`src/design/soc_consts.svh`:
```
/*
 * Bus and main memory geometry shared by RTL and testbench.
 * Address bits above the memory size are ignored, so the memory aliases.
 */
`ifndef SOC_CONSTS_SVH
`define SOC_CONSTS_SVH

// Bus word
`define SOC_DATA_W     32
`define SOC_STRB_W     4
`define SOC_ADDR_W     32

// Main memory
`define SOC_PAGES      8
`define SOC_PAGE_WORDS 1024

// Derived index widths
`define SOC_OFS_W      ($clog2(`SOC_STRB_W))
`define SOC_IDX_W      ($clog2(`SOC_PAGE_WORDS))
`define SOC_PSEL_W     ($clog2(`SOC_PAGES))

// Bus cycles from grant to ack
`define SOC_ACK_LAT    2

`endif

```
`src/design/soc_pkg.sv`:
```
/*
 * Shared bus types. The byte view of a word is what the pages write
 * under the strobes, byte 0 being bits 7:0.
 */
`default_nettype none

`include "soc_consts.svh"

package soc_pkg;

  typedef union packed {
    logic [`SOC_DATA_W-1:0]       word;
    logic [`SOC_STRB_W-1:0][7:0]  bytes;
  } bus_word_u;

  // Bus owner
  typedef enum logic {
    MASTER_MMU = 1'b0,
    MASTER_DMA = 1'b1
  } master_id_e;

endpackage

`default_nettype wire

```
`src/design/read_return.sv`:
```
/*
 * Return stage. Ack follows done by one edge and lasts one cycle.
 * Read data is valid only while ack is high.
 */
`timescale 1ns/1ps
`default_nettype none

`include "soc_consts.svh"

module read_return (
  input  wire                                        clk_i,
  input  wire                                        rst_i,
  input  wire                                        done_i,
  input  wire [`SOC_PSEL_W-1:0]                      sel_page_i,
  input  wire soc_pkg::bus_word_u [`SOC_PAGES-1:0]   page_rdata_i,
  output logic                                       bus_ack_o,
  output soc_pkg::bus_word_u                         bus_rdata_o
);

  always_ff @(posedge clk_i) begin
    if (rst_i) begin
      bus_ack_o <= 1'b0;
    end else begin
      bus_ack_o <= done_i;
    end
  end

  // Page output registers load at the same edge as ack
  // sel_page_i holds until the next request is registered
  assign bus_rdata_o = page_rdata_i[sel_page_i];

endmodule

`default_nettype wire

```
`config.mk`:
```
export PLATFORM = sky130hd
export DESIGN_NAME = read_return
export DESIGN_NICKNAME = d
export VERILOG_FILES = /design/src/design/soc_pkg.sv /design/src/design/read_return.sv
export VERILOG_INCLUDE_DIRS = /design/src /design/src/design
export SDC_FILE = /design/constraint.sdc
export NUM_CORES = 1
export LEC_CHECK = 0
export BUFFER_PORTS_ARGS = -buffer_cell sky130_fd_sc_hd__buf_2
export CORE_AREA = 4 4 111 113
export DETAILED_ROUTE_END_ITERATION = 7
export DIE_AREA = 0 0 115 117
export HOLD_SLACK_MARGIN = 0.15
export SLEW_MARGIN = 40
export SYNTH_ARGS = -nofsm -noshare
export SYNTH_HDL_FRONTEND = slang
export SYNTH_SLANG_ARGS = --single-unit
```
`constraint.sdc`:
```
create_clock -name clk_i -period 5.2 [get_ports clk_i]
set_input_delay 1.04 -clock clk_i [delete_from_list [all_inputs] [get_ports clk_i]]
set_output_delay 1.04 -clock clk_i [all_outputs]
set_load 0.05 [all_outputs]
```
==> qor.csv <==
stage,metric,value,unit
run_status,outcome,"complete, no violations",
layout,reg_top3,bus_ack_o: 1 flops,
min_path,min_from,rst_i,
grt,antenna_found_initial,1,
die,dieWidth,115,µm
synthesis,synth_top_area_cell,mux4_1,
synthesis,synth.top_cell.area_share,50.06,%
drt,wl_met2,5562,µm
clock_tree,path_clk_slew,0,ps
placed_design,dpl_cell_area,3659,µm²
clock_tree,cts_setup_buffers,0,
placed_design,hpwlAfterDp,8760,µm
min_path,min_delay_path_depth,2,
layout,final_nets,658,
layout,final_common_cell,buf_2,
synthesis,yosys_warnings,0,
layout,drive_above_1_share,89.34,%
clock_tree,post_cts_resized,0,
synthesis,synth-seq-area-share,0.9535,%
worst_setup_path,crit_start,sel_page_i[0],
synthesis,synth_area_leaders,"mux4_1 (50%), mux4_2 (26%), mux2_2 (17%)",
grt,gr-total-overflow,0,
layout,largest_reg_flops,1,
layout,syn_to_final_growth,74.37,%
timing,rsz0062_at_grt,no,
clock_tree,cts_hold_buffers,0,
drt,finalWirelength,9840,µm
timing,hold_viol,0,
synthesis,synth-seq-cells,1,
drt,num_vias,2552,
layout,post-route-cell-area,3661,µm²
timing,finalSetupViolCount,0,
drt,ant_nets,0,
synthesis,synth_nets,378,
timing,max_slew_margin,44.25,%
timing,tns,0,ps
worst_setup_path,crit_required,4160,ps
layout,final_core_util,32.34,%
placed_design,finalWeightedCongestion,0.8872,
worst_setup_path,worst_setup_path_start_kind,primary input,
drt,routed.top_layer,met4,
placed_design,port_buffers,294,
grt,grt_pass1_wl,13700,µm
worst_setup_path,crit_end,bus_rdata_o[0],
die,core.rowCount,39,
timing,slew_viol_final,0,
grt,grt_pass1_vias,2786,
grt,grt_max_degree,37,
synthesis,avgSynthCellArea,18.10,µm²
drt,wl_per_cell,18.29,µm
drt,first_iter_violations,58,
synthesis,synthesis.area,2100,µm²
job,cap_violations,0,
worst_setup_path,critPathKind,in2out,
min_path,hp-class,in2reg,
timing,worstMarginPinSlew,836.2,ps
die,core_area,11320,µm²
pwr,peakVddDrop,0.00006229,V
die,die_h,117,µm
worst_setup_path,cp-end-kind,output pin,
drt,drc,0,
drt,dr.pass1.iters,4,
timing,period_needed,3944,ps
layout,regMostFlops,bus_ack_o,
pwr,power.leakage,1.881,nW
grt,track_usage,12.66,%
die,dieArea,13460,µm²
pwr,p_per_area,110.9,nW/µm²
synthesis,ys_types,9,
timing,fin_crit_sh,75.85,%
worst_setup_path,cp_max_fo,36,
drt,via_per_inst,4.743,
die,start_util,18.55,%
drt,m1WireLength,3313,µm
layout,layout_common_cells,"buf_2 (293), mux4_1 (40), mux2_2 (32)",
die,pin_count,295,
placed_design,dp_cells,537,
timing,clock.fmax,0.2535,GHz
synthesis,synthCells,116,
drt,dr_wl_met3,922,µm
worst_setup_path,arrival,2900,ps
layout,fin_cells,538,
## cell families after synthesis
kind of cell	share of synthesized area, %
multiplexers	92.97
buffers and inverters	5.781
flip-flops	0.9536
AND/OR/NAND/NOR	0.2982
## worst max-delay path, cell delays in order
cell	delay (ps)
buf_4	410
buf_12	320
mux4_1	620
mux2_2	270
buf_2	210
## worst min path at each step
| stage | to | slack, ps |
|---|---|---|
| CTS | bus_ack_o$_SDFF_PP0_ | 1210 |
| global route | bus_ack_o$_SDFF_PP0_ | 1220 |
| floorplan | bus_ack_o$_SDFF_PP0_ | 1110 |
| finish | bus_ack_o$_SDFF_PP0_ | 1210 |
| global placement | bus_ack_o$_SDFF_PP0_ | 1200 |
| detailed placement | bus_ack_o$_SDFF_PP0_ | 1210 |
## layer usage
layer / global-route usage, % / vias to the layer above
met4: 1.330 / 0
met3: 1.851 / 6
met1: 14.09 / 1239
met2: 25.93 / 155
met5: 0 / -
li1: - / 1152
## cell usage after synthesis
| cell | number |
|---|---|
| dfxtp_1 | 1 |
| clkbuf_1 | 3 |
| buf_2 | 1 |
| buf_1 | 7 |
| buf_6 | 7 |
| mux4_1 | 40 |
| nor2b_1 | 1 |
| mux4_2 | 24 |
| mux2_2 | 32 |
## final cells by class
cell class	count	area [µm²]
well taps	143	178.9
diodes	1	2.502
repair buffers	296	1501
fillers	1165	7660
flip-flops and latches	1	20.02
multi-input cells	97	1958
## where the power goes
part / total (mW) / internal [mW] / switching [mW]
combinational: 0.398 / 0.191 / 0.206
sequential: 0.00831 / 0.00824 / 0.0000675
clock: 0.0000000259 / 0.0000000259 / 0
total: 0.406 / 0.199 / 0.206
## metrics by stage
step           power [mW]  hold WS [ps]  worst slack (ps)
6_report           0.4058          1207              1256
2_1_floorplan      0.2722          1112              1897
5_1_grt            0.4308          1217              1099
3_3_place_gp       0.4019          1200              1252
3_5_place_dp       0.4091          1206              1205
4_1_cts            0.4104          1207              1207
(Power assumes the default switching activity.)
