$ cat config.mk
export PLATFORM = sky130hd
export DESIGN_NAME = bus_arbiter
export DESIGN_NICKNAME = d
export VERILOG_FILES = /design/src/design/soc_pkg.sv /design/src/design/bus_arbiter.sv
export VERILOG_INCLUDE_DIRS = /design/src /design/src/design
export SDC_FILE = /design/constraint.sdc
export NUM_CORES = 1
export LEC_CHECK = 0
export ABC_AREA = 1
export BUFFER_PORTS_ARGS = -buffer_cell sky130_fd_sc_hd__buf_4
export CORE_AREA = 2 2 120 122
export CTS_CLUSTER_DIAMETER = 120
export DETAILED_ROUTE_END_ITERATION = 7
export DIE_AREA = 0 0 122 124
export PLACE_DENSITY_LB_ADDON = 0.2
export REMOVE_ABC_BUFFERS = 1
export SYNTH_ARGS = -nofsm -noshare
export SYNTH_HDL_FRONTEND = slang
export SYNTH_SLANG_ARGS = --single-unit
$ cat constraint.sdc
create_clock -name clk_i -period 1.9 [get_ports clk_i]
set_input_delay 0.19 -clock clk_i [delete_from_list [all_inputs] [get_ports clk_i]]
set_output_delay 0.19 -clock clk_i [all_outputs]
set_load 0.005 [all_outputs]
$ cat src/design/soc_consts.svh
/*
 * Bus and main memory geometry shared by RTL and testbench.
 * Address bits above the memory size are ignored, so the memory aliases.
 */
`ifndef SOC_CONSTS_SVH
`define SOC_CONSTS_SVH

// Bus word
`define SOC_DATA_W     32
`define SOC_STRB_W     4
`define SOC_ADDR_W     32

// Main memory
`define SOC_PAGES      8
`define SOC_PAGE_WORDS 1024

// Derived index widths
`define SOC_OFS_W      ($clog2(`SOC_STRB_W))
`define SOC_IDX_W      ($clog2(`SOC_PAGE_WORDS))
`define SOC_PSEL_W     ($clog2(`SOC_PAGES))

// Bus cycles from grant to ack
`define SOC_ACK_LAT    2

`endif

$ cat src/design/soc_pkg.sv
/*
 * Shared bus types. The byte view of a word is what the pages write
 * under the strobes, byte 0 being bits 7:0.
 */
`default_nettype none

`include "soc_consts.svh"

package soc_pkg;

  typedef union packed {
    logic [`SOC_DATA_W-1:0]       word;
    logic [`SOC_STRB_W-1:0][7:0]  bytes;
  } bus_word_u;

  // Bus owner
  typedef enum logic {
    MASTER_MMU = 1'b0,
    MASTER_DMA = 1'b1
  } master_id_e;

endpackage

`default_nettype wire

$ cat src/design/bus_arbiter.sv
/*
 * Fixed-priority arbiter for the mmu and dma masters, mmu first.
 * One access in flight. A master holds cyc and all fields until ack.
 * At the ack edge the grant passes straight to the other master if it waits.
 */
`timescale 1ns/1ps
`default_nettype none

`include "soc_consts.svh"

module bus_arbiter (
  input  wire                        clk_i,
  input  wire                        rst_i,
  // mmu master
  input  wire                        m_mmu_cyc_i,
  input  wire                        m_mmu_we_i,
  input  wire [`SOC_STRB_W-1:0]      m_mmu_strb_i,
  input  wire [`SOC_ADDR_W-1:0]      m_mmu_addr_i,
  input  wire [`SOC_DATA_W-1:0]      m_mmu_wdata_i,
  output logic                       m_mmu_ack_o,
  output logic [`SOC_DATA_W-1:0]     m_mmu_rdata_o,
  // dma master
  input  wire                        m_dma_cyc_i,
  input  wire                        m_dma_we_i,
  input  wire [`SOC_STRB_W-1:0]      m_dma_strb_i,
  input  wire [`SOC_ADDR_W-1:0]      m_dma_addr_i,
  input  wire [`SOC_DATA_W-1:0]      m_dma_wdata_i,
  output logic                       m_dma_ack_o,
  output logic [`SOC_DATA_W-1:0]     m_dma_rdata_o,
  // Granted request
  output logic                       req_valid_o,
  output logic                       req_we_o,
  output logic [`SOC_STRB_W-1:0]     req_strb_o,
  output logic [`SOC_ADDR_W-1:0]     req_addr_o,
  output soc_pkg::bus_word_u         req_wdata_o,
  // Return path
  input  wire                        bus_ack_i,
  input  wire soc_pkg::bus_word_u    bus_rdata_i
);

  import soc_pkg::*;

  master_id_e owner_q;
  logic       busy_q;
  logic       grant_mmu;
  logic       grant_dma;

  ////////////////////////////////////////
  // Grant
  ////////////////////////////////////////

  // The owner still shows cyc during its ack cycle, so it is skipped there
  always_comb begin
    grant_mmu = 1'b0;
    grant_dma = 1'b0;
    if (!busy_q) begin
      grant_mmu = m_mmu_cyc_i;
      grant_dma = m_dma_cyc_i & ~m_mmu_cyc_i;
    end else if (bus_ack_i) begin
      grant_mmu = (owner_q == MASTER_DMA) & m_mmu_cyc_i;
      grant_dma = (owner_q == MASTER_MMU) & m_dma_cyc_i;
    end
  end

  always_ff @(posedge clk_i) begin
    if (rst_i) begin
      busy_q      <= 1'b0;
      owner_q     <= MASTER_MMU;
      req_valid_o <= 1'b0;
    end else begin
      req_valid_o <= grant_mmu | grant_dma;
      if (grant_mmu) begin
        busy_q  <= 1'b1;
        owner_q <= MASTER_MMU;
      end else if (grant_dma) begin
        busy_q  <= 1'b1;
        owner_q <= MASTER_DMA;
      end else if (bus_ack_i) begin
        busy_q <= 1'b0;
      end
    end
  end

  ////////////////////////////////////////
  // Request and return steering
  ////////////////////////////////////////

  // Fields stay stable under cyc, so no capture needed here
  always_comb begin
    if (owner_q == MASTER_MMU) begin
      req_we_o         = m_mmu_we_i;
      req_strb_o       = m_mmu_strb_i;
      req_addr_o       = m_mmu_addr_i;
      req_wdata_o.word = m_mmu_wdata_i;
    end else begin
      req_we_o         = m_dma_we_i;
      req_strb_o       = m_dma_strb_i;
      req_addr_o       = m_dma_addr_i;
      req_wdata_o.word = m_dma_wdata_i;
    end
  end

  assign m_mmu_ack_o   = bus_ack_i & busy_q & (owner_q == MASTER_MMU);
  assign m_dma_ack_o   = bus_ack_i & busy_q & (owner_q == MASTER_DMA);
  assign m_mmu_rdata_o = (owner_q == MASTER_MMU) ? bus_rdata_i.word : '0;
  assign m_dma_rdata_o = (owner_q == MASTER_DMA) ? bus_rdata_i.word : '0;

endmodule

`default_nettype wire

==> flow_summary.yaml <==
status:
  outcome: "complete, no violations"
setup_path:
  r2r-start: "owner_q"
  cp.required_ns: 1.71
  r2r_slack_ns: 0.63
  arrival_ns: 1.32
  cp-startpoint: "owner_q"
  critPathKind: "reg -> out"
  endpoint_kind: "output port"
  critPathLaunchType: "register"
  crit_fanout: 97
  r2r_cells: 7
  timing.rr.end: "busy_q"
power:
  internal_power_uw: 928
  p_clk_share_pct: 24.1
  p_per_area_mw_per_mm2: 336
  power_frac_comb_pct: 70.3
  peakVddDrop_mv: 0.336
  sequentialPowerShare_pct: 5.5
  switching_share_pct: 32.6
  switching_power_uw: 449
  p_leak_uw: 0.00285
synthesis:
  synth.distinct_cells: 11
  synth_seq_area_share_pct: 3.82
  syn_area_per_cell_um2: 4.12
  syn_area_mm2: 0.00157
  syn_inst: 381
  yosys_warnings: 0
  synthTopCellsByArea: "nand2_1 60%, inv_1 17%, nor2_1 7.9%"
  yosysTopAreaCell: "nand2_1"
  yosysTopAreaCellShare_pct: 59.5
  synth-seq-cells: 3
global_routing:
  grt_pass1_vias: 2833
  grt_max_degree: 98
  antenna_found_initial: 0
  grt_usage_pct: 10.3
  grt_use_met1_pct: 11.2
  use_met2_pct: 20.6
  grt_overflow_total: 0
  gr-usage-met3_pct: 2.43
  grt-busiest-layer: "met2"
  grt_pass1_wl_mm: 12.8
timing:
  fin_tns_setup_ns: 0
  period_minus_slack_ns: 1.51
  finalMaxSlewViolations: 0
  final-setup-viol-count: 0
  rsz0062_at_grt: "false"
  clock_skew_ns: 0.00176
  hold_viol: 0
  tightestPinTransition_ns: 0.402
  max_freq_mhz: 664
  fin_crit_sh_pct: 79.2
  slew_headroom_pct: 73.2
flow_run:
  maxCapViolCount: 0
layout:
  fin_cells: 857
  drive_above_1_share_pct: 47.3
  layout.nets: 853
  area_growth_pct: 161
  antennaDiodeCount: 0
  final_common_cell: "buf_4"
  final_cell_mix: "312 x buf_4, 249 x nand2_1, 70 x inv_1"
clock_tree:
  cts_inserted_buffers: 3
  postCtsHoldBufs: 0
  cts_buffer_depth: 2
  clk_latency_ns: 0.22
  cts_tree: "done"
  clk_pin_slew_ns: 0.03
  ctsResizeCount: 0
  root_buffer: "clkbuf_16"
  cts_setup_buffers: 0
  cts_max_level: 1
  cts_num_sinks: 3
detailed_routing:
  drt-total-wl_mm: 9.25
  vias: 3132
  drc: 0
  wl_per_cell_um: 10.8
  dr.pass1.iters: 4
  drtIter0Drc: 59
  vias_per_cell: 3.65
  drtAntennaViolNets: 0
floorplan:
  start_util_pct: 11.4
  chipHeight_um: 124
  die_w_um: 122
  dieArea_mm2: 0.0151
  rows: 43
  ioPinCount: 311
  core_mm2: 0.0137
placement:
  placedCellCount: 853
  gp_congestion: 0.794
  io_buffer_count: 310
  place_hpwl_mm: 7.82
min_path:
  min_path_cells: 4
  hold_path.startpoint: "rst_i"
  whs_endpoint: "owner_q"
  min_path_type: "in -> reg"
## metal layers
layer	share of wire [%]	routed length, um
met4	0.52	48
met2	52	4790
met3	12	1080
met1	36	3330
met5	0	0
## Yosys cell counts
library cell,n
a21oi_1,1
nand3_1,1
nand3_2,1
nor2_1,33
buf_6,8
inv_4,1
nand2_1,249
inv_1,70
buf_4,1
buf_2,13
dfxtp_1,3
## stage by stage
step	setup WS, ns	power, uW	cell area [um2]	utilization, %	hold WS (ns)
floorplan	-1.87	378	1410	-	0.346
global placement	0.618	1050	4020	29.3	0.462
detailed placement	0.622	1060	4020	29.3	0.449
CTS	0.384	1400	4100	29.9	0.224
global route	0.278	1490	4100	29.9	0.257
finish	0.395	1380	4100	29.9	0.221
## area by class of cell
class,instances,area [um2]
fill,1549,9620
timing repair buffer,314,2380
multi-input combinational,285,1080
inverter,71,269
tap,180,225
clock buffer,4,78.8
sequential,3,63.8
## worst max-delay path: stages (launching register included)
cell and delay, ns:
dfxtp_4 0.38, buf_12 0.32, nand3_1 0.15, inv_1 0.08
buf_4 0.10
## logic make-up (layout without fill, tap and decap cells)
group	after synthesis	in the layout	synth area share [%]
and+or+nand+nor	284	284	68.4
buffers and inverters	93	389	27.5
DFF	3	3	3.82
AOI/OAI and AO/OA	1	1	0.318
## state kept, by name, indices dropped and copies added, names as in the netlist
register     count
req_valid_o      1
owner_q          1
busy_q           1
## power groups by stage
stage | Sequential, uW | Combinational [uW] | Clock, uW
finish | 76.1 | 968 | 333
CTS | 76.4 | 987 | 337
global route | 77.0 | 1070 | 342
global placement | 76.4 | 978 | 0
detailed placement | 77.0 | 983 | 0
floorplan | 109 | 268 | 0
## how the worst max path moves through the flow
stage                        to  slack, ns  depth (start not counted)
floorplan                busy_q      -1.87                          7
CTS                 m_dma_ack_o       0.38                          4
detailed placement  m_dma_ack_o       0.62                          4
finish              m_dma_ack_o       0.39                          4
global route        m_dma_ack_o       0.28                          4
global placement        owner_q       0.62                          6
No activity file was read; power rests on OpenSTA's default activity.
