### src/design/soc_consts.svh
/*
 * Bus and main memory geometry shared by RTL and testbench.
 * Address bits above the memory size are ignored, so the memory aliases.
 */
`ifndef SOC_CONSTS_SVH
`define SOC_CONSTS_SVH

// Bus word
`define SOC_DATA_W     32
`define SOC_STRB_W     4
`define SOC_ADDR_W     32

// Main memory
`define SOC_PAGES      8
`define SOC_PAGE_WORDS 1024

// Derived index widths
`define SOC_OFS_W      ($clog2(`SOC_STRB_W))
`define SOC_IDX_W      ($clog2(`SOC_PAGE_WORDS))
`define SOC_PSEL_W     ($clog2(`SOC_PAGES))

// Bus cycles from grant to ack
`define SOC_ACK_LAT    2

`endif

### src/design/soc_pkg.sv
/*
 * Shared bus types. The byte view of a word is what the pages write
 * under the strobes, byte 0 being bits 7:0.
 */
`default_nettype none

`include "soc_consts.svh"

package soc_pkg;

  typedef union packed {
    logic [`SOC_DATA_W-1:0]       word;
    logic [`SOC_STRB_W-1:0][7:0]  bytes;
  } bus_word_u;

  // Bus owner
  typedef enum logic {
    MASTER_MMU = 1'b0,
    MASTER_DMA = 1'b1
  } master_id_e;

endpackage

`default_nettype wire

### src/design/page_select.sv
/*
 * Registers the granted request and splits the word address into page
 * and word index. Address bits above the memory size are dropped.
 */
`timescale 1ns/1ps
`default_nettype none

`include "soc_consts.svh"

module page_select (
  input  wire                                   clk_i,
  input  wire                                   rst_i,
  input  wire                                   req_valid_i,
  input  wire                                   req_we_i,
  input  wire [`SOC_STRB_W-1:0]                 req_strb_i,
  input  wire [`SOC_ADDR_W-1:0]                 req_addr_i,
  input  wire soc_pkg::bus_word_u               req_wdata_i,
  output logic [`SOC_PAGES-1:0][`SOC_STRB_W-1:0] page_we_o,
  output logic [`SOC_PAGES-1:0]                 page_rd_o,
  output logic [`SOC_IDX_W-1:0]                 word_idx_o,
  output soc_pkg::bus_word_u                    wdata_o,
  output logic [`SOC_PSEL_W-1:0]                sel_page_o,
  output logic                                  done_o
);

  logic [`SOC_PSEL_W-1:0] page;

  assign page = req_addr_i[`SOC_OFS_W + `SOC_IDX_W +: `SOC_PSEL_W];

  // Strobes and done are one-cycle pulses
  always_ff @(posedge clk_i) begin
    if (rst_i) begin
      page_we_o <= '0;
      page_rd_o <= '0;
      done_o    <= 1'b0;
    end else begin
      page_we_o <= '0;
      page_rd_o <= '0;
      done_o    <= req_valid_i;
      if (req_valid_i) begin
        if (req_we_i) begin
          page_we_o[page] <= req_strb_i;
        end else begin
          page_rd_o[page] <= 1'b1;
        end
      end
    end
  end

  always_ff @(posedge clk_i) begin
    if (req_valid_i) begin
      word_idx_o <= req_addr_i[`SOC_OFS_W +: `SOC_IDX_W];
      wdata_o    <= req_wdata_i;
      sel_page_o <= page;
    end
  end

endmodule

`default_nettype wire

### config.mk
export PLATFORM = sky130hd
export DESIGN_NAME = page_select
export DESIGN_NICKNAME = d
export VERILOG_FILES = /design/src/design/soc_pkg.sv /design/src/design/page_select.sv
export VERILOG_INCLUDE_DIRS = /design/src /design/src/design
export SDC_FILE = /design/constraint.sdc
export NUM_CORES = 1
export LEC_CHECK = 0
export ABC_CLOCK_PERIOD_IN_PS = 1100
export BUFFER_PORTS_ARGS = -buffer_cell sky130_fd_sc_hd__buf_2
export CORE_UTILIZATION = 40
export DETAILED_ROUTE_END_ITERATION = 6
export PLACE_DENSITY = 0.75
export SETUP_SLACK_MARGIN = 0.02
export SYNTH_ARGS = -nofsm -noshare
export SYNTH_HDL_FRONTEND = slang
export SYNTH_SLANG_ARGS = --single-unit
### constraint.sdc
create_clock -name clk_i -period 1.1 [get_ports clk_i]
set_clock_uncertainty 0.05 [all_clocks]
set_input_delay 0 -clock clk_i [delete_from_list [all_inputs] [get_ports clk_i]]
set_output_delay 0 -clock clk_i [all_outputs]
set_load 0.01 [all_outputs]
==> results.cfg, run 1 <==
[logic_synthesis]
ys_seq_area_share_pct = 87.9
ys.flop_type = edfxtp_1
syn_nets = 215
netlist-cell-type-count = 13
synth_async_sr_flop_share_pct = 0
synth_seq_cells = 86
syn_area_per_cell_um2 = 17.3
yosysTopAreaCellShare_pct = 54.7
synth.most_common_cell = edfxtp_1
yosysWarnings = 0
postSynthCellCount = 143
synth_edf_count = 45
synth_top_cell_by_area = edfxtp_1
netlist_top_cells_count = edfxtp_1 (45), dfxtp_1 (41), nor2_1 (32), nor2_2 (8)
synth_area_um2 = 2470
netlist_top_cells_area = edfxtp_1 (55%), dfxtp_1 (33%), nor2_1 (4.9%)

[sta]
period_share_pct = 95.6
layout_min_cycle_time_ns = 1.05
slew_headroom_pct = 68.8
max_freq_ghz = 0.951
setup_violations = 0
maxSlewViolCount = 0
tightest_slew_ns = 0.468
hold_viol_final = 0
finalSetupTns_ns = 0
rsz0062_at_grt = no

[pwr]
max-vdd-ir-drop_mv = 0.919
p_leak_nw = 1.78
power_frac_comb_pct = 9.2
p_sw_w = 0.00142
power_frac_seq_pct = 56.6
p_per_area_nw_per_um2 = 1580
power.share.clock_pct = 34.2
intPower_w = 0.00489
p_sw_share_pct = 22.5

[placed_design]
hpwl_mm = 4.49
port_buffers = 138
routabilityCongestion = 0.694

[route]
drc = 0
wl_mm = 6.85
met2WireLength_mm = 3.51
ant_nets = 0
met1_length_mm = 2.61
first_pass_iters = 4
vias = 1882
vias_per_cell = 4.43
wl_per_cell_um = 16.1
met3_length_um = 615
drt_iter0_drc = 70
highest_layer = met4

[floorplanning]
rows = 28
start_util_pct = 41.5
fp.coreArea_um2 = 5960
io_pins = 158
dieWidth_um = 80.6
die_h_um = 80.6
die_area_um2 = 6500

[critical_path]
cp.arrival_ns = 1.27
critPathLaunchType = input port
cp-end-kind = flip-flop
critPathKind = in -> reg
required_ns = 1.32
critPathMaxFanout = 9

[clock_tree]
cts_setup_buffers = 0
htree_levels = 3
clockBufferDepth = 2
clock_sink_count = 86
cts_buffers = 9
clockRootBuffer = clkbuf_8
cts_tree = built
cts.clk_slew.worst_paths_ns = 0.08

[global_route]
grt_util_all_layers_pct = 21.4
grt_pass1_wl_mm = 9.76
grt_max_degree = 43
grt_overflow = 0
grt_pass1_vias = 1984
antenna_found_initial = 0

[run_status]
status = completed

[min_path]
hold_path.class = in -> reg

[finish]
final_util_pct = 67.0
drive_gt1_share_pct = 49.7
diodes = 0
nets = 417
area_growth_pct = 61.3

[flow_run]
drv_cap = 0
power by group through the flow:
| stage | registers, W | clock network, W | logic (W) |
|---|---|---|---|
| finish | 0.00357 | 0.00216 | 0.000581 |
| detailed placement | 0.00364 | 0 | 0.000441 |
| global placement | 0.00363 | 0 | 0.000423 |
| floorplan | 0.00372 | 0 | 0.0000498 |
| CTS | 0.00357 | 0.00222 | 0.000571 |
| global route | 0.00358 | 0.00233 | 0.000624 |
worst max-delay path: stages:
cell and delay [ns]:
dlygate4sd3_1 0.53, buf_2 0.20, or3b_4 0.43, nor2_1 0.11
cells by family after synthesis:
kind of cell  synth area share (%)
buf+inv                      0.809
simple gates                  11.3
flops                         87.9
area by class of cell:
type,count,area (um^2)
flip-flops and latches,86,2170
clock buffers,9,124
fillers,451,1970
repair buffers,194,1240
multi-input cells,54,288
clock inverters,7,72.6
well taps,75,93.8
layout by cell type (no fill, tap or decap):
cell type	instances
buf_12	1
buf_2	138
buf_4	9
bufinv_16	1
clkbuf_8	9
clkinv_1	1
clkinv_2	1
clkinv_4	1
clkinvlp_4	1
dfxtp_1	41
dlygate4sd3_1	46
edfxtp_1	45
inv_6	2
nand3_1	1
nand3b_1	3
nand4b_1	4
nor2_1	32
nor2_2	8
nor2b_1	1
or3_1	1
or3b_1	1
or3b_4	3
state kept, by name (all words and copies together) (netlist names):
register	cells
word_idx_o	10
done_o	1
page_we_o	32
wdata_o	32
sel_page_o	3
page_rd_o	8
stage by stage:
| step | setup slack [ns] | area [um^2] | std cells | total power (W) | hold slack (ns) |
|---|---|---|---|---|---|
| 2_1_floorplan | 0.261 | 2470 | 143 | 0.00377 | 0.0216 |
| 3_3_place_gp | 0.102 | 3320 | 363 | 0.00406 | 0.127 |
| 3_5_place_dp | 0.0865 | 3320 | 363 | 0.00408 | 0.129 |
| 4_1_cts | 0.0403 | 3980 | 425 | 0.00636 | 0.00891 |
| 5_1_grt | 0.0374 | 3990 | 425 | 0.00653 | 0.0384 |
| 6_report | 0.0488 | 3990 | 425 | 0.00631 | 0.0176 |
worst paths after layout:
kind	start	endpoint	cells after the start
min	req_strb_i[3]	page_we_o[19]	4
max	req_addr_i[14]	page_we_o[19]	4
routing by layer:
| metal | global-route usage, % | vias up |
|---|---|---|
| li1 | - | 901 |
| met1 | 22.3 | 869 |
| met2 | 39.1 | 99 |
| met3 | 7.73 | 13 |
| met4 | 8.04 | 0 |
| met5 | 0 | - |
repair_timing:
action,in CTS,in global routing
hold buffers,46,0
setup endpoints to repair,0,11
gates resized for setup,0,3
endpoints found under the hold margin,46,0
Power figures use the tool's default switching activity.
==> run 2, diff against run 1 <==
ABC_AREA = 1   (was default)
HOLD_SLACK_MARGIN = 0.02   (was default)
PLACE_DENSITY = 0.76   (was 0.75)
SLEW_MARGIN = 40   (was default)
==> run 2 against run 1 <==
Sequential cell count stayed put; global-route usage increased by 2.2 points; area after synthesis fell by 2.0%; wire length rose by 5.8%; sequential share of layout area grew 0.48 points; critical path type unchanged; critical path depth decreased by 1; first-iteration DRC count up 1.4%; non-clock buffer count is 1 lower; die area shrank 2.0%; hold slack gained 0.0051 ns; utilization up 2.7 points; sequential power is essentially flat.
==> results.cfg, run 2 <==
[placed_design]
hpwl_mm = 4.59
port_buffers = 138
post-place-ws_ns = 0.305
routabilityCongestion = 0.729

[floorplanning]
die_area_um2 = 6370
io_pins = 158
die_h_um = 79.8
fp.coreArea_um2 = 5680
rows = 27
start_util_pct = 42.7
dieWidth_um = 79.8

[critical_path]
crit_path_start = req_valid_i
cp.arrival_ns = 1.00
crit_chain = dlygate4sd3_1, buf_2, buf_12
critPathMaxFanout = 38
cp-end-kind = flip-flop
cp_slowest_stage_delay_ns = 0.54
critPathLaunchType = input port
crit_buf_inv = 3
critPathKind = in -> reg
slowest_stage = dlygate4sd3_1
required_ns = 1.09
cp_top_family = buffers and inverters

[route]
drt_iter0_drc = 71
drc = 0
ant_nets = 0
first_pass_iters = 4
wl_mm = 7.25
vias_per_cell = 4.52
vias = 1929
wl_per_cell_um = 17.0

[finish]
drive_gt1_share_pct = 45.6
area_growth_pct = 63.2
seq_area_um2 = 2170
layout_common_cells = buf_2 (138), dlygate4sd3_1 (49), edfxtp_1 (45), dfxtp_1 (41), nor2_1 (40)
multi_input_area_um2 = 228
diodes = 0
top_regs = page_we_o: 32 flops, wdata_o: 32 flops, word_idx_o: 10 flops
final_common_cell = buf_2
fill_cells = 384
nets = 422

[clock_tree]
cts_buffers = 9
htree_levels = 3
cts.clk_slew.worst_paths_ns = 0.09
clockBufferDepth = 2
clock_sink_count = 86
cts_tree = built
cts_resized = 0
clockRootBuffer = clkbuf_8

[sta]
final.setup.worst_slack_ns = 0.0928
finalSetupTns_ns = 0
layout_min_cycle_time_ns = 1.01
setup_violations = 0
slew_headroom_pct = 85.0
max_freq_ghz = 0.993
hold_ws_ns = 0.0227
period_share_pct = 91.6
maxSlewViolCount = 0
tightest_slew_ns = 0.225
hold_viol_final = 0
rsz0062_at_grt = no

[pwr]
power_w = 0.00638
p_per_area_nw_per_um2 = 1610
p_leak_nw = 1.79
max-vdd-ir-drop_mv = 1.00

[logic_synthesis]
synth_edf_count = 45
ys_seq_area_share_pct = 89.7
yosysTopAreaCellShare_pct = 55.8
synth_async_sr_flop_share_pct = 0
yosysWarnings = 0
netlist_top_cells_area = edfxtp_1 (56%), dfxtp_1 (34%), nor2_1 (6.2%)
ys.flop_type = edfxtp_1
netlist_top_cells_count = edfxtp_1 (45), dfxtp_1 (41), nor2_1 (40), nand3_1 (8), inv_1 (6)
synth_top_cell_by_area = edfxtp_1
netlist-cell-type-count = 8
synth_seq_cells = 86
synth.most_common_cell = edfxtp_1
syn_nets = 218
synth_area_um2 = 2420
syn_area_per_cell_um2 = 16.6
postSynthCellCount = 146

[global_route]
antenna_found_initial = 0
grt_max_degree = 39
grt_pass1_wl_mm = 10.4
grt_util_all_layers_pct = 23.6
grt_overflow = 0
grt_pass1_vias = 1987

[run_status]
status = completed

[min_path]
hold_path.class = in -> reg
min-delay-start = req_strb_i[2]

[flow_run]
drv_cap = 0
run 2: cell count changes in the layout (fill, tap and decap cells not counted), sizes merged, moves of 2 or more:
cell / previous run / this run
inv: 2 / 9
nand3: 1 / 8
buf: 148 / 144
nand4: 0 / 4
nand4b: 4 / 0
or3b: 4 / 0
clkinv: 3 / 0
dlygate4sd3: 46 / 49
nand3b: 3 / 0
clkinvlp: 1 / 3
run 2: per-layer routing:
layer	vias to the layer above	GRT usage (%)	part of all wire, %
met5	-	0	0
met2	104	43.0	52
li1	906	-	-
met3	18	8.57	8.7
met1	901	24.4	37
met4	0	9.29	2.3
run 2: final timing paths:
| kind | endpoint | slack, ns | cells after the start |
|---|---|---|---|
| setup / recovery | sel_page_o[1] | 0.09 | 3 |
| hold / removal | page_we_o[18] | 0.02 | 4 |
run 2: worst min-delay path, stage by stage:
cell and delay (ns):
buf_2 0.10, nand4_1 0.07, buf_4 0.16, nor2_1 0.05
run 2: repair_timing:
| action | in CTS | in global routing |
|---|---|---|
| endpoints found under the hold margin | 72 | 0 |
| hold buffers | 49 | 0 |
| setup buffers | 0 | 0 |
| endpoints found under the setup margin | 0 | 0 |
run 2: power by group:
part / leakage, nW / internal [W] / switching, W
Clock: 0.0929 / 0.00107 / 0.00115
Sequential: 0.771 / 0.00353 / 0.0000418
Combinational: 0.928 / 0.000295 / 0.000292
run 2: layout make-up:
class | count | share of cell area [%]
clock buffer | 9 | 3.13
clock inverter | 7 | 1.99
inverter | 6 | 0.570
multi-input combinational | 54 | 5.76
sequential | 86 | 54.9
tap | 72 | 2.28
timing repair buffer | 193 | 31.3
run 2: kinds of logic (layout without fill, tap and decap cells):
family                 count (synthesis)  in the layout  share of synthesized area (%)
buffers and inverters                  6            215                          0.930
DFF                                   86             86                           89.7
and+or+nand+nor                       54             54                           9.40
run 2: metrics by stage:
step | utilization (%) | instance area [um^2] | instances
5_1_grt | 69.7 | 3950 | 427
3_3_place_gp | 57.5 | 3260 | 362
6_report | 69.7 | 3950 | 427
2_1_floorplan | - | 2420 | 146
4_1_cts | 69.7 | 3950 | 427
3_5_place_dp | 57.5 | 3260 | 362
